[config.mk]
export PLATFORM = sky130hd
export DESIGN_NAME = edge_data_read_command_control
export DESIGN_NICKNAME = d
export VERILOG_FILES = /design/src/rtl/graph_cu_pkg.sv /design/src/rtl/edge_data_read_command_control.sv /design/src/rtl/sync_fifo.sv
export SDC_FILE = /design/constraint.sdc
export NUM_CORES = 2
export LEC_CHECK = 0
export ABC_AREA = 1
export BUFFER_PORTS_ARGS = -buffer_cell sky130_fd_sc_hd__clkbuf_2
export CORE_ASPECT_RATIO = 0.75
export CORE_MARGIN = 2
export CORE_UTILIZATION = 55
export CTS_CLUSTER_SIZE = 30
export DETAILED_ROUTE_END_ITERATION = 6
export GPL_TIMING_DRIVEN = 0
export PLACE_DENSITY = 0.72
export SYNTH_ARGS = -nofsm -noshare
export SYNTH_HDL_FRONTEND = slang
export SYNTH_SLANG_ARGS = --single-unit
[constraint.sdc]
create_clock -name clock -period 13.6 [get_ports clock]
set_clock_uncertainty 0.05 [all_clocks]
set_input_delay 2.72 -clock clock [delete_from_list [all_inputs] [get_ports clock]]
set_output_delay 2.72 -clock clock [all_outputs]
set_load 0.02 [all_outputs]
[src/rtl/graph_cu_pkg.sv]
// Graph compute unit definitions
`default_nettype none

package graph_cu_pkg;

	////////////////////////////////////////////////////////////
	// Sizes
	////////////////////////////////////////////////////////////

	// Bytes per vertex property word
	localparam int data_size_read = 4;
	localparam int property_width = data_size_read * 8;

	localparam int cacheline_bytes = 128;
	localparam int cacheline_bits = cacheline_bytes * 8;
	localparam int address_width = 64;
	localparam int vertex_index_width = 32;
	localparam int line_offset_width = 5;

	// Clears byte address bits below the cache line
	localparam logic [address_width-1:0] address_align_mask = 64'hFFFF_FFFF_FFFF_FF80;

	// All FIFOs in the unit share this depth
	localparam int edge_job_buffer_depth = 16;
	localparam int fifo_alfull_margin = 4;

	////////////////////////////////////////////////////////////
	// Command encodings
	////////////////////////////////////////////////////////////

	localparam int command_code_width = 13;
	localparam int command_size_width = 12;
	localparam int abt_width = 3;

	localparam logic [command_code_width-1:0] cmd_read_cl_s = 13'h0A50;
	localparam logic [command_code_width-1:0] cmd_read_cl_na = 13'h0A00;

	// Translation ordering codes
	localparam logic [abt_width-1:0] abt_strict = 3'b000;
	localparam logic [abt_width-1:0] abt_abort = 3'b001;
	localparam logic [abt_width-1:0] abt_page = 3'b010;
	localparam logic [abt_width-1:0] abt_pref = 3'b011;
	localparam logic [abt_width-1:0] abt_spec = 3'b111;

	// Field positions in the configuration word
	localparam int cfg_abt_lsb = 51;
	localparam int cfg_cmd_shared_bit = 50;

	// Cache behaviour field to translation ordering
	function automatic logic [abt_width-1:0] map_cache_abt(input logic [2:0] cabt);
		logic [abt_width-1:0] abt;
		case (cabt)
			3'b000: abt = abt_strict;
			3'b001: abt = abt_abort;
			3'b010: abt = abt_page;
			3'b011: abt = abt_pref;
			3'b100: abt = abt_spec;
			3'b101: abt = abt_page;
			3'b110: abt = abt_pref;
			3'b111: abt = abt_spec;
			default: abt = abt_strict;
		endcase
		return abt;
	endfunction

endpackage

`default_nettype wire

[src/rtl/edge_data_read_command_control.sv]
// Edge data read command control
`timescale 1ns/100ps
`default_nettype none

module edge_data_read_command_control (
	input  logic                                        clock,
	input  logic                                        rstn,
	input  logic                                        enabled_in,
	input  logic [63:0]                                 cu_configure,
	input  logic                                        wed_valid,
	input  logic [graph_cu_pkg::address_width-1:0]      wed_property_base,
	input  logic                                        edge_job_valid,
	input  logic [graph_cu_pkg::vertex_index_width-1:0] edge_job_dest,
	output logic                                        edge_request,
	input  logic                                        read_buffer_alfull,
	input  logic                                        read_command_bus_grant,
	output logic                                        read_command_bus_request,
	output logic                                        read_command_valid,
	output logic [graph_cu_pkg::address_width-1:0]      read_command_address,
	output logic [graph_cu_pkg::command_size_width-1:0] read_command_size,
	output logic [graph_cu_pkg::command_code_width-1:0] read_command_code,
	output logic [graph_cu_pkg::abt_width-1:0]          read_command_abt,
	output logic [graph_cu_pkg::line_offset_width-1:0]  read_command_line_offset,
	output logic [graph_cu_pkg::vertex_index_width-1:0] read_command_dest
);

	import graph_cu_pkg::*;

	localparam int cmd_width = address_width + command_code_width + abt_width
		+ line_offset_width + vertex_index_width;

	logic [63:0] cfg_reg;
	logic [63:0] cfg_latched;
	logic enabled_cmd;
	logic [address_width-1:0] property_base;

	logic job_valid_in;
	logic [vertex_index_width-1:0] job_dest_in;
	logic job_alfull;
	logic job_empty;
	logic job_pop;
	logic job_valid;
	logic [vertex_index_width-1:0] job_dest;

	logic [address_width-1:0] byte_offset;
	logic cmd_valid;
	logic [address_width-1:0] cmd_address;
	logic [command_code_width-1:0] cmd_code;
	logic [abt_width-1:0] cmd_abt;
	logic [line_offset_width-1:0] cmd_offset;
	logic [vertex_index_width-1:0] cmd_dest;

	logic cmd_alfull;
	logic cmd_empty;
	logic cmd_pop;
	logic grant_reg;

	////////////////////////////////////////////////////////////
	// Enable and configuration
	////////////////////////////////////////////////////////////

	always_ff @(posedge clock or negedge rstn) begin
		if (!rstn) begin
			cfg_reg <= '0;
			cfg_latched <= '0;
			enabled_cmd <= 1'b0;
		end else begin
			cfg_reg <= cu_configure;
			// A zero word leaves the capture in place
			if (enabled_in && (|cfg_reg))
				cfg_latched <= cfg_reg;
			enabled_cmd <= enabled_in && (|cfg_latched);
		end
	end

	always_ff @(posedge clock) begin
		if (enabled_in && wed_valid)
			property_base <= wed_property_base;
		job_dest_in <= edge_job_dest;
	end

	////////////////////////////////////////////////////////////
	// Edge jobs
	////////////////////////////////////////////////////////////

	always_ff @(posedge clock or negedge rstn) begin
		if (!rstn) begin
			job_valid_in <= 1'b0;
			edge_request <= 1'b0;
		end else begin
			job_valid_in <= enabled_in && edge_job_valid;
			edge_request <= enabled_in && !job_alfull;
		end
	end

	// Jobs wait here until issue is allowed
	assign job_pop = enabled_cmd && !job_empty && !cmd_alfull;

	sync_fifo #(
		.WIDTH(vertex_index_width),
		.DEPTH(edge_job_buffer_depth)
	) job_buffer (
		.clock   (clock),
		.rstn    (rstn),
		.push    (job_valid_in),
		.data_in (job_dest_in),
		.full    (),
		.alfull  (job_alfull),
		.pop     (job_pop),
		.valid   (job_valid),
		.data_out(job_dest),
		.empty   (job_empty)
	);

	////////////////////////////////////////////////////////////
	// Command former
	////////////////////////////////////////////////////////////

	assign byte_offset = address_width'(job_dest) << $clog2(data_size_read);

	always_ff @(posedge clock or negedge rstn) begin
		if (!rstn)
			cmd_valid <= 1'b0;
		else
			cmd_valid <= job_valid;
	end

	always_ff @(posedge clock) begin
		cmd_address <= (property_base + byte_offset) & address_align_mask;
		cmd_offset <= job_dest[line_offset_width-1:0];
		cmd_dest <= job_dest;
		cmd_abt <= map_cache_abt(cfg_latched[cfg_abt_lsb +: 3]);
		if (cfg_latched[cfg_cmd_shared_bit])
			cmd_code <= cmd_read_cl_s;
		else
			cmd_code <= cmd_read_cl_na;
	end

	////////////////////////////////////////////////////////////
	// Command buffer and bus side
	////////////////////////////////////////////////////////////

	always_ff @(posedge clock or negedge rstn) begin
		if (!rstn) begin
			grant_reg <= 1'b0;
			read_command_bus_request <= 1'b0;
		end else begin
			grant_reg <= enabled_cmd && read_command_bus_grant;
			read_command_bus_request <= enabled_cmd && !cmd_empty && !read_buffer_alfull;
		end
	end

	// A late grant on an empty buffer is dropped
	assign cmd_pop = grant_reg && !read_buffer_alfull && !cmd_empty;

	sync_fifo #(
		.WIDTH(cmd_width),
		.DEPTH(edge_job_buffer_depth)
	) command_buffer (
		.clock   (clock),
		.rstn    (rstn),
		.push    (cmd_valid),
		.data_in ({cmd_address, cmd_code, cmd_abt, cmd_offset, cmd_dest}),
		.full    (),
		.alfull  (cmd_alfull),
		.pop     (cmd_pop),
		.valid   (read_command_valid),
		.data_out({read_command_address, read_command_code, read_command_abt,
			read_command_line_offset, read_command_dest}),
		.empty   (cmd_empty)
	);

	assign read_command_size = command_size_width'(cacheline_bytes);

	// Issue only from a cycle where the unit was enabled
	valid_only_when_enabled: assert property (
		@(posedge clock) disable iff (!rstn)
		$rose(read_command_valid) |-> $past(enabled_cmd)
	);

endmodule

`default_nettype wire

[src/rtl/sync_fifo.sv]
// Synchronous FIFO
`timescale 1ns/100ps
`default_nettype none

module sync_fifo #(
	parameter int WIDTH = 32,
	parameter int DEPTH = graph_cu_pkg::edge_job_buffer_depth
) (
	input  logic             clock,
	input  logic             rstn,
	input  logic             push,
	input  logic [WIDTH-1:0] data_in,
	output logic             full,
	output logic             alfull,
	input  logic             pop,
	output logic             valid,
	output logic [WIDTH-1:0] data_out,
	output logic             empty
);

	import graph_cu_pkg::*;

	localparam int ptr_width = $clog2(DEPTH);
	localparam int count_width = $clog2(DEPTH + 1);

	logic [WIDTH-1:0] mem [DEPTH];
	logic [ptr_width-1:0] wr_ptr;
	logic [ptr_width-1:0] rd_ptr;
	logic [count_width-1:0] count;

	assign full = (count == count_width'(DEPTH));
	assign empty = (count == '0);
	// Rises with margin entries still free
	assign alfull = ((count_width'(DEPTH) - count) <= count_width'(fifo_alfull_margin));

	always_ff @(posedge clock or negedge rstn) begin
		if (!rstn) begin
			wr_ptr <= '0;
			rd_ptr <= '0;
			count <= '0;
			valid <= 1'b0;
		end else begin
			if (push)
				wr_ptr <= wr_ptr + 1'b1;
			if (pop)
				rd_ptr <= rd_ptr + 1'b1;
			if (push && !pop)
				count <= count + 1'b1;
			else if (pop && !push)
				count <= count - 1'b1;
			valid <= pop;
		end
	end

	// Storage and read word
	always_ff @(posedge clock) begin
		if (push)
			mem[wr_ptr] <= data_in;
		if (pop)
			data_out <= mem[rd_ptr];
	end

	no_push_when_full: assert property (
		@(posedge clock) disable iff (!rstn) push |-> !full
	);

	no_pop_when_empty: assert property (
		@(posedge clock) disable iff (!rstn) pop |-> !empty
	);

endmodule

`default_nettype wire

# Yosys cells after proc, flatten, opt, wreduce, memory -nomap -nowiden
# Memory sizes are Yosys's and may differ from the RTL's. A register that Yosys moved wholly into a read port is not among the register bits.
# Cells that the tools add are included.
[word_totals]
ff_bits = 481
latch_bits = 0
ram_bits = 2256
mem_bits_ro = 24
in_bits = 167
output_inout_bits = 132
word_cells = 79
n_memories = 3
[memory_table]
columns = ["name", "words", "width", "rd", "rd_ports_with_merged_regs", "write_ports", "line_no", "text"]
rows = [
  ["command_buffer.mem", 16, 109, 1, 1, 1, "sync_fifo.sv:26", "logic [WIDTH-1:0] mem [DEPTH];"],
  ["job_buffer.mem", 16, 32, 1, 1, 1, "sync_fifo.sv:26", ""],
  ["(name not given)", 8, 3, 1, 1, 0, "graph_cu_pkg.sv:52", "case (cabt)"],
]
[op_classes]
add_sub_neg = 11
n_mul = 0
n_div = 0
order_cmp = 2
n_eq_ne = 0
n_shift = 0
mux = 9
bitwise = 0
n_reduce_logical = 31
[op_table]
columns = ["cell", "count"]
rows = [
  ["OR reduction 64 bit", 2],
  ["adder 64 x 34 -> 64 bit", 1],
  ["two-way mux 5 bit", 4],
  ["adder 4 x 1 -> 4 bit (second input constant)", 4],
  ["logical AND 1 bit", 16],
  ["adder 5 x 1 -> 5 bit (second input constant)", 2],
  ["<= comparator 5 x 3 -> 1 bit (second input constant)", 2],
  ["zero test 5 bit", 2],
  ["subtractor 5 x 1 -> 5 bit (second input constant)", 2],
  ["subtractor 5 bit (first input constant)", 2],
  ["zero test 1 bit", 9],
  ["two-way mux 7 bit", 1],
  ["two-way mux 1 bit", 4],
  ["nonzero test 2 bit", 2],
]

# Logic depth before layout (Yosys ltp)
[depth]
ltp_word = 7
depth_mapped = 16
mapped_depth_nobuf = 16

# Hierarchy
# Synthesis repeated with hierarchy kept, for this count alone.
[unflattened]
hier_cells = 11441
hier_area_um2 = 120959.8
[modules_own_cells]
columns = ["module", "instances", "cells_each", "area_per_inst_um2", "seq_area_each_um2"]
rows = [
  ["sync_fifo (command_buffer)", 1, 7753, 83854.2, 60077.6],
  ["sync_fifo (job_buffer)", 1, 2202, 23839.1, 16686.0],
  ["edge_data_read_command_control", 1, 1486, 13266.5, 7717.4],
]

# Least setup slack after synthesis
# OpenSTA, ideal clock, no wires.
[synth_path]
kind = "in2reg"
from = "input port read_buffer_alfull"
to = "register command_buffer.rd_ptr[3]"
setup_ns = 0.137
t_arrival_ns = 5.277
t_required_ns = 13.413
setup_slack_ns = 8.136
cell_stages = 5
path_buffers = 0
cell_sequence = "nor2_1 > nand2_1 > inv_1 > nand4_1 > xor2_1"
[synth_via]
elab_chain_len = 3
[synth_rtl]
columns = ["item", "line_no", "text"]
rows = [
  ["start, declared", "edge_data_read_command_control.sv:15", "input logic read_buffer_alfull,"],
  ["zero test 1 bit", "edge_data_read_command_control.sv:154", "assign cmd_pop = grant_reg && !read_buffer_alfull && !cmd_empty;"],
  ["logical AND 1 bit (2 in a row)", "edge_data_read_command_control.sv:154", ""],
  ["net cmd_pop", "edge_data_read_command_control.sv:55", "logic cmd_pop;"],
  ["end signal, assigned", "sync_fifo.sv:46", "rd_ptr <= rd_ptr + 1'b1;"],
  ["end, declared", "sync_fifo.sv:28", "logic [ptr_width-1:0] rd_ptr;"],
]
# The timed path passes the listed nets, and every way through them passes these cells.
# A chain may end at the register's enable or synchronous reset.

# Worst setup path in the final report
[layout_path]
from = "input port enabled_in"
to = "register property_base[60], enable pin"
[layout_via]
elab_chain_len = 1
[layout_rtl]
columns = ["item", "line_no", "text"]
rows = [
  ["start, declared", "edge_data_read_command_control.sv:8", "input logic enabled_in,"],
  ["logical AND 1 bit", "edge_data_read_command_control.sv:77", "if (enabled_in && wed_valid)"],
  ["end signal, assigned", "edge_data_read_command_control.sv:78", "property_base <= wed_property_base;"],
  ["end, declared", "edge_data_read_command_control.sv:35", "logic [address_width-1:0] property_base;"],
]
# Every way passes these cells.

==> flow_metrics.py <==
metrics = {
    "power_and_ir_drop": {
        "p_switching_mw": 9.77,
        "seqPwrFrac_pct": 42.0,
        "ir_drop_mv": 0.184,
        "pwr-share-comb_pct": 32.5,
        "power.static_leakage_nw": 38.5,
        "p_per_area_mw_per_mm2": 231,
        "switching_share_pct": 38.6,
        "p_int_mw": 15.6,
        "p_clk_share_pct": 25.5,
    },
    "routing": {
        "drtIter0Drc": 11585,
        "antenna_left": 0,
        "wl_per_cell_um": 27.5,
        "first_pass_iters": 7,
        "wirelength_um": 283000,
        "route.detailed.drc": 15,
        "viasPerCell": 6.25,
        "vias": 64320,
    },
    "synthesis": {
        "yosysMostFrequentCell": "edfxtp_1",
        "synth.cells.most_frequent": "edfxtp_1 (2187), nor2_1 (1213), o21ai_0 (922), nand2_1 (636), o22ai_1 (442)",
        "yosysSeqAreaShare_pct": 75.3,
        "synth_top_area_share_pct": 68.5,
        "synth.distinct_cells": 53,
        "synth-seq-cells": 2474,
        "ys.flop_type": "edfxtp_1",
        "ys_top_cells_by_area": "edfxtp_1 (68%), o21ai_0 (4.8%), nor2_1 (4.7%), dfrtp_1 (4.2%), o22ai_1 (2.9%)",
        "async_reset_ff_share_pct": 6.55,
        "yosysWarningCount": 0,
        "synth_top_cell_by_area": "edfxtp_1",
        "syn_avg_cell_area_um2": 13.3,
        "syn_area_mm2": 0.0959,
        "synthCells": 7215,
        "synth_edf_count": 2187,
    },
    "timing": {
        "slew_headroom_pct": 4.40,
        "min_period_over_period_pct": 34.3,
        "tns_ns": 0,
        "slew_viol_final": 0,
        "hold_viol_final": 0,
        "setup_viol": 0,
        "rsz0062_at_grt": "false",
        "finalCriticalPeriod_ns": 4.67,
        "fmax_ghz": 0.214,
        "max_slew.worst_pin.slew_ns": 1.43,
    },
    "global_route": {
        "globalRouteOverflowTotal": 0,
        "grt_pass1_vias": 60121,
        "antenna_found_initial": 23,
        "grt_pass1_wl_um": 404000,
        "grt_usage_pct": 31.4,
        "grt_max_degree": 120,
    },
    "finish": {
        "multi_input_area_mm2": 0.0207,
        "drive_above_1_share_pct": 12.1,
        "nFillCells": 12299,
        "fin_nets": 8030,
        "largest_register_ffs": 1488,
        "largest_register": "command_buffer.mem",
        "area_growth_pct": 14.4,
        "seq_area_mm2": 0.0722,
        "reg_top3": "command_buffer.mem: 1488 flops, job_buffer.mem: 512 flops, command_buffer.data_out: 93 flops",
        "design_area_mm2": 0.110,
    },
    "job": {
        "cap_violations": 0,
    },
    "setup_path": {
        "critPathMaxFanout": 51,
        "crit_arrival_ns": 5.17,
        "max_stage_delay_ns": 0.48,
        "crit_top_cell": "clkbuf_1",
        "crit_buf_inv": 5,
        "cp_top_family": "buffers and inverters",
        "crit_slowest_cell": "clkbuf_1",
        "path_cells": "clkbuf_1, clkbuf_1, clkbuf_1, nand2_1, inv_2, buf_12",
        "endpoint_kind": "flip-flop",
        "crit_type": "input port to flip-flop",
        "worstPathRequired_ns": 14.10,
        "startpoint_type": "input port",
    },
    "clocking": {
        "cts_tree": "done",
        "cts_resized": 0,
        "clk_latency_ns": 0.88,
        "cts_sinks": 2474,
        "clk_path_buf_depth": 3,
        "hold_buffers": 0,
        "cts_root_buf": "clkbuf_16",
        "post_cts_buffers": 0,
        "cts_max_level": 4,
        "cts_inserted_buffers": 220,
        "clkTransAtPathRegs_ns": 0.07,
    },
    "hold_path": {
        "hold_class": "flip-flop to flip-flop",
    },
    "die": {
        "core_mm2": 0.173,
        "start_util_pct": 55.5,
        "placementRows": 132,
        "die_w_um": 486,
        "die_area_mm2": 0.178,
        "boundaryPins": 299,
        "dieHeight_um": 366,
    },
    "place": {
        "placed_area_mm2": 0.102,
        "hpwl_um": 193000,
        "io_buffers": 265,
        "gp_congestion": 0.939,
    },
    "status": {
        "violations": "design-rule violations",
        "status": "finished with violations",
    },
}
-- placed cells by master (no fill, tap or decap), types with 17 or more instances in the layout --
| cell type | synthesis | routed |
|---|---|---|
| o21ai_0 | 922 | 922 |
| ha_1 | 53 | 53 |
| mux2i_1 | 102 | 102 |
| nor2_4 | 0 | 32 |
| conb_1 | 2 | 30 |
| inv_1 | 235 | 233 |
| nor4_1 | 25 | 25 |
| clkinv_2 | 0 | 39 |
| edfxtp_1 | 2187 | 2187 |
| clkbuf_16 | 0 | 223 |
| buf_4 | 64 | 64 |
| xor2_1 | 41 | 41 |
| o22ai_1 | 442 | 442 |
| nand4_1 | 22 | 22 |
| clkinv_1 | 0 | 23 |
| buf_12 | 4 | 68 |
| o211ai_1 | 26 | 26 |
| bufinv_16 | 0 | 23 |
| clkbuf_2 | 12 | 277 |
| dfrtp_1 | 162 | 162 |
| buf_1 | 17 | 17 |
| a21oi_1 | 76 | 76 |
| o221ai_1 | 102 | 102 |
| nand3_1 | 162 | 162 |
| a22oi_1 | 19 | 19 |
| diode_2 | 0 | 18 |
| clkbuf_8 | 0 | 32 |
| o32ai_1 | 26 | 26 |
| buf_2 | 112 | 112 |
| o21ai_1 | 108 | 108 |
| dfxtp_1 | 125 | 125 |
| nor2_1 | 1213 | 1181 |
| clkbuf_1 | 224 | 275 |
| nand2_1 | 636 | 636 |
| buf_6 | 25 | 25 |
-- power groups by stage --
| stage | Combinational [mW] | Clock, mW | Sequential (mW) |
|---|---|---|---|
| 2_1_floorplan | 4.42 | 0 | 10.4 |
| 3_3_place_gp | 7.53 | 0 | 10.8 |
| 3_5_place_dp | 7.88 | 0 | 10.7 |
| 4_1_cts | 7.94 | 6.48 | 10.6 |
| 5_1_grt | 8.64 | 6.78 | 10.7 |
| 6_report | 8.24 | 6.46 | 10.6 |
-- cell families after synthesis --
kind of cell             synth area share, %
flip-flops                              75.3
AND/OR/NAND/NOR                         8.67
AO/OA/AOI/OAI                           10.3
buffers and inverters                   3.47
multiplexers                            1.06
adder cells (fa/ha/maj)                0.733
XOR/XNOR                               0.393
other                                0.00783
-- metrics by stage --
step / cells / utilization, % / power (mW) / hold WS, ns / worst slack, ns
detailed placement: 9864 / 59.0 / 18.6 / 0.292 / 8.04
global placement: 9786 / 57.9 / 18.4 / 0.286 / 3.91
CTS: 10281 / 63.4 / 25.0 / 0.308 / 8.98
finish: 10299 / 63.4 / 25.3 / 0.305 / 8.93
floorplan: 7243 / - / 14.9 / 0.281 / 8.14
global route: 10281 / 63.4 / 26.1 / 0.321 / 8.76
-- area by class of cell --
cell class              instances  area share, %
inverters                     241          0.834
multi-input cells            4066           18.9
plain buffers                 462           2.21
clock inverters               111           1.22
repair buffers                343           2.74
well taps                    2278           2.60
diodes                         18         0.0411
clock buffers                 306           5.65
flip-flops and latches       2474           65.9
-- layer usage --
metal	track usage, %	wire (um)	vias up
met5	0	89	-
met3	9.30	42100	605
met2	44.7	119000	4740
met1	46.0	110000	31346
li1	-	-	27617
met4	11.3	10700	12
-- worst paths after layout --
check | from | to | slack (ns) | cells past startpoint
worst max-delay path | enabled_in | property_base[60]$_DFFE_PP_ | 8.93 | 6
max in group asynchronous | rstn | cfg_reg[37]$_DFF_PN0_ | 10.75 | 2
worst min-delay path | job_buffer.valid$_DFF_PN0_ | cmd_valid$_DFF_PN0_ | 0.30 | 0
worst max register to register | command_buffer.rd_ptr[2]$_DFFE_PN0P_ | command_buffer.data_out[24]$_DFFE_PP_ | 9.84 | 6
min in group asynchronous | rstn | job_buffer.wr_ptr[1]$_DFFE_PN0P_ | 1.74 | 1
worst min register to register | job_buffer.valid$_DFF_PN0_ | cmd_valid$_DFF_PN0_ | 0.30 | 0
No activity file was read; power rests on OpenSTA's default activity.
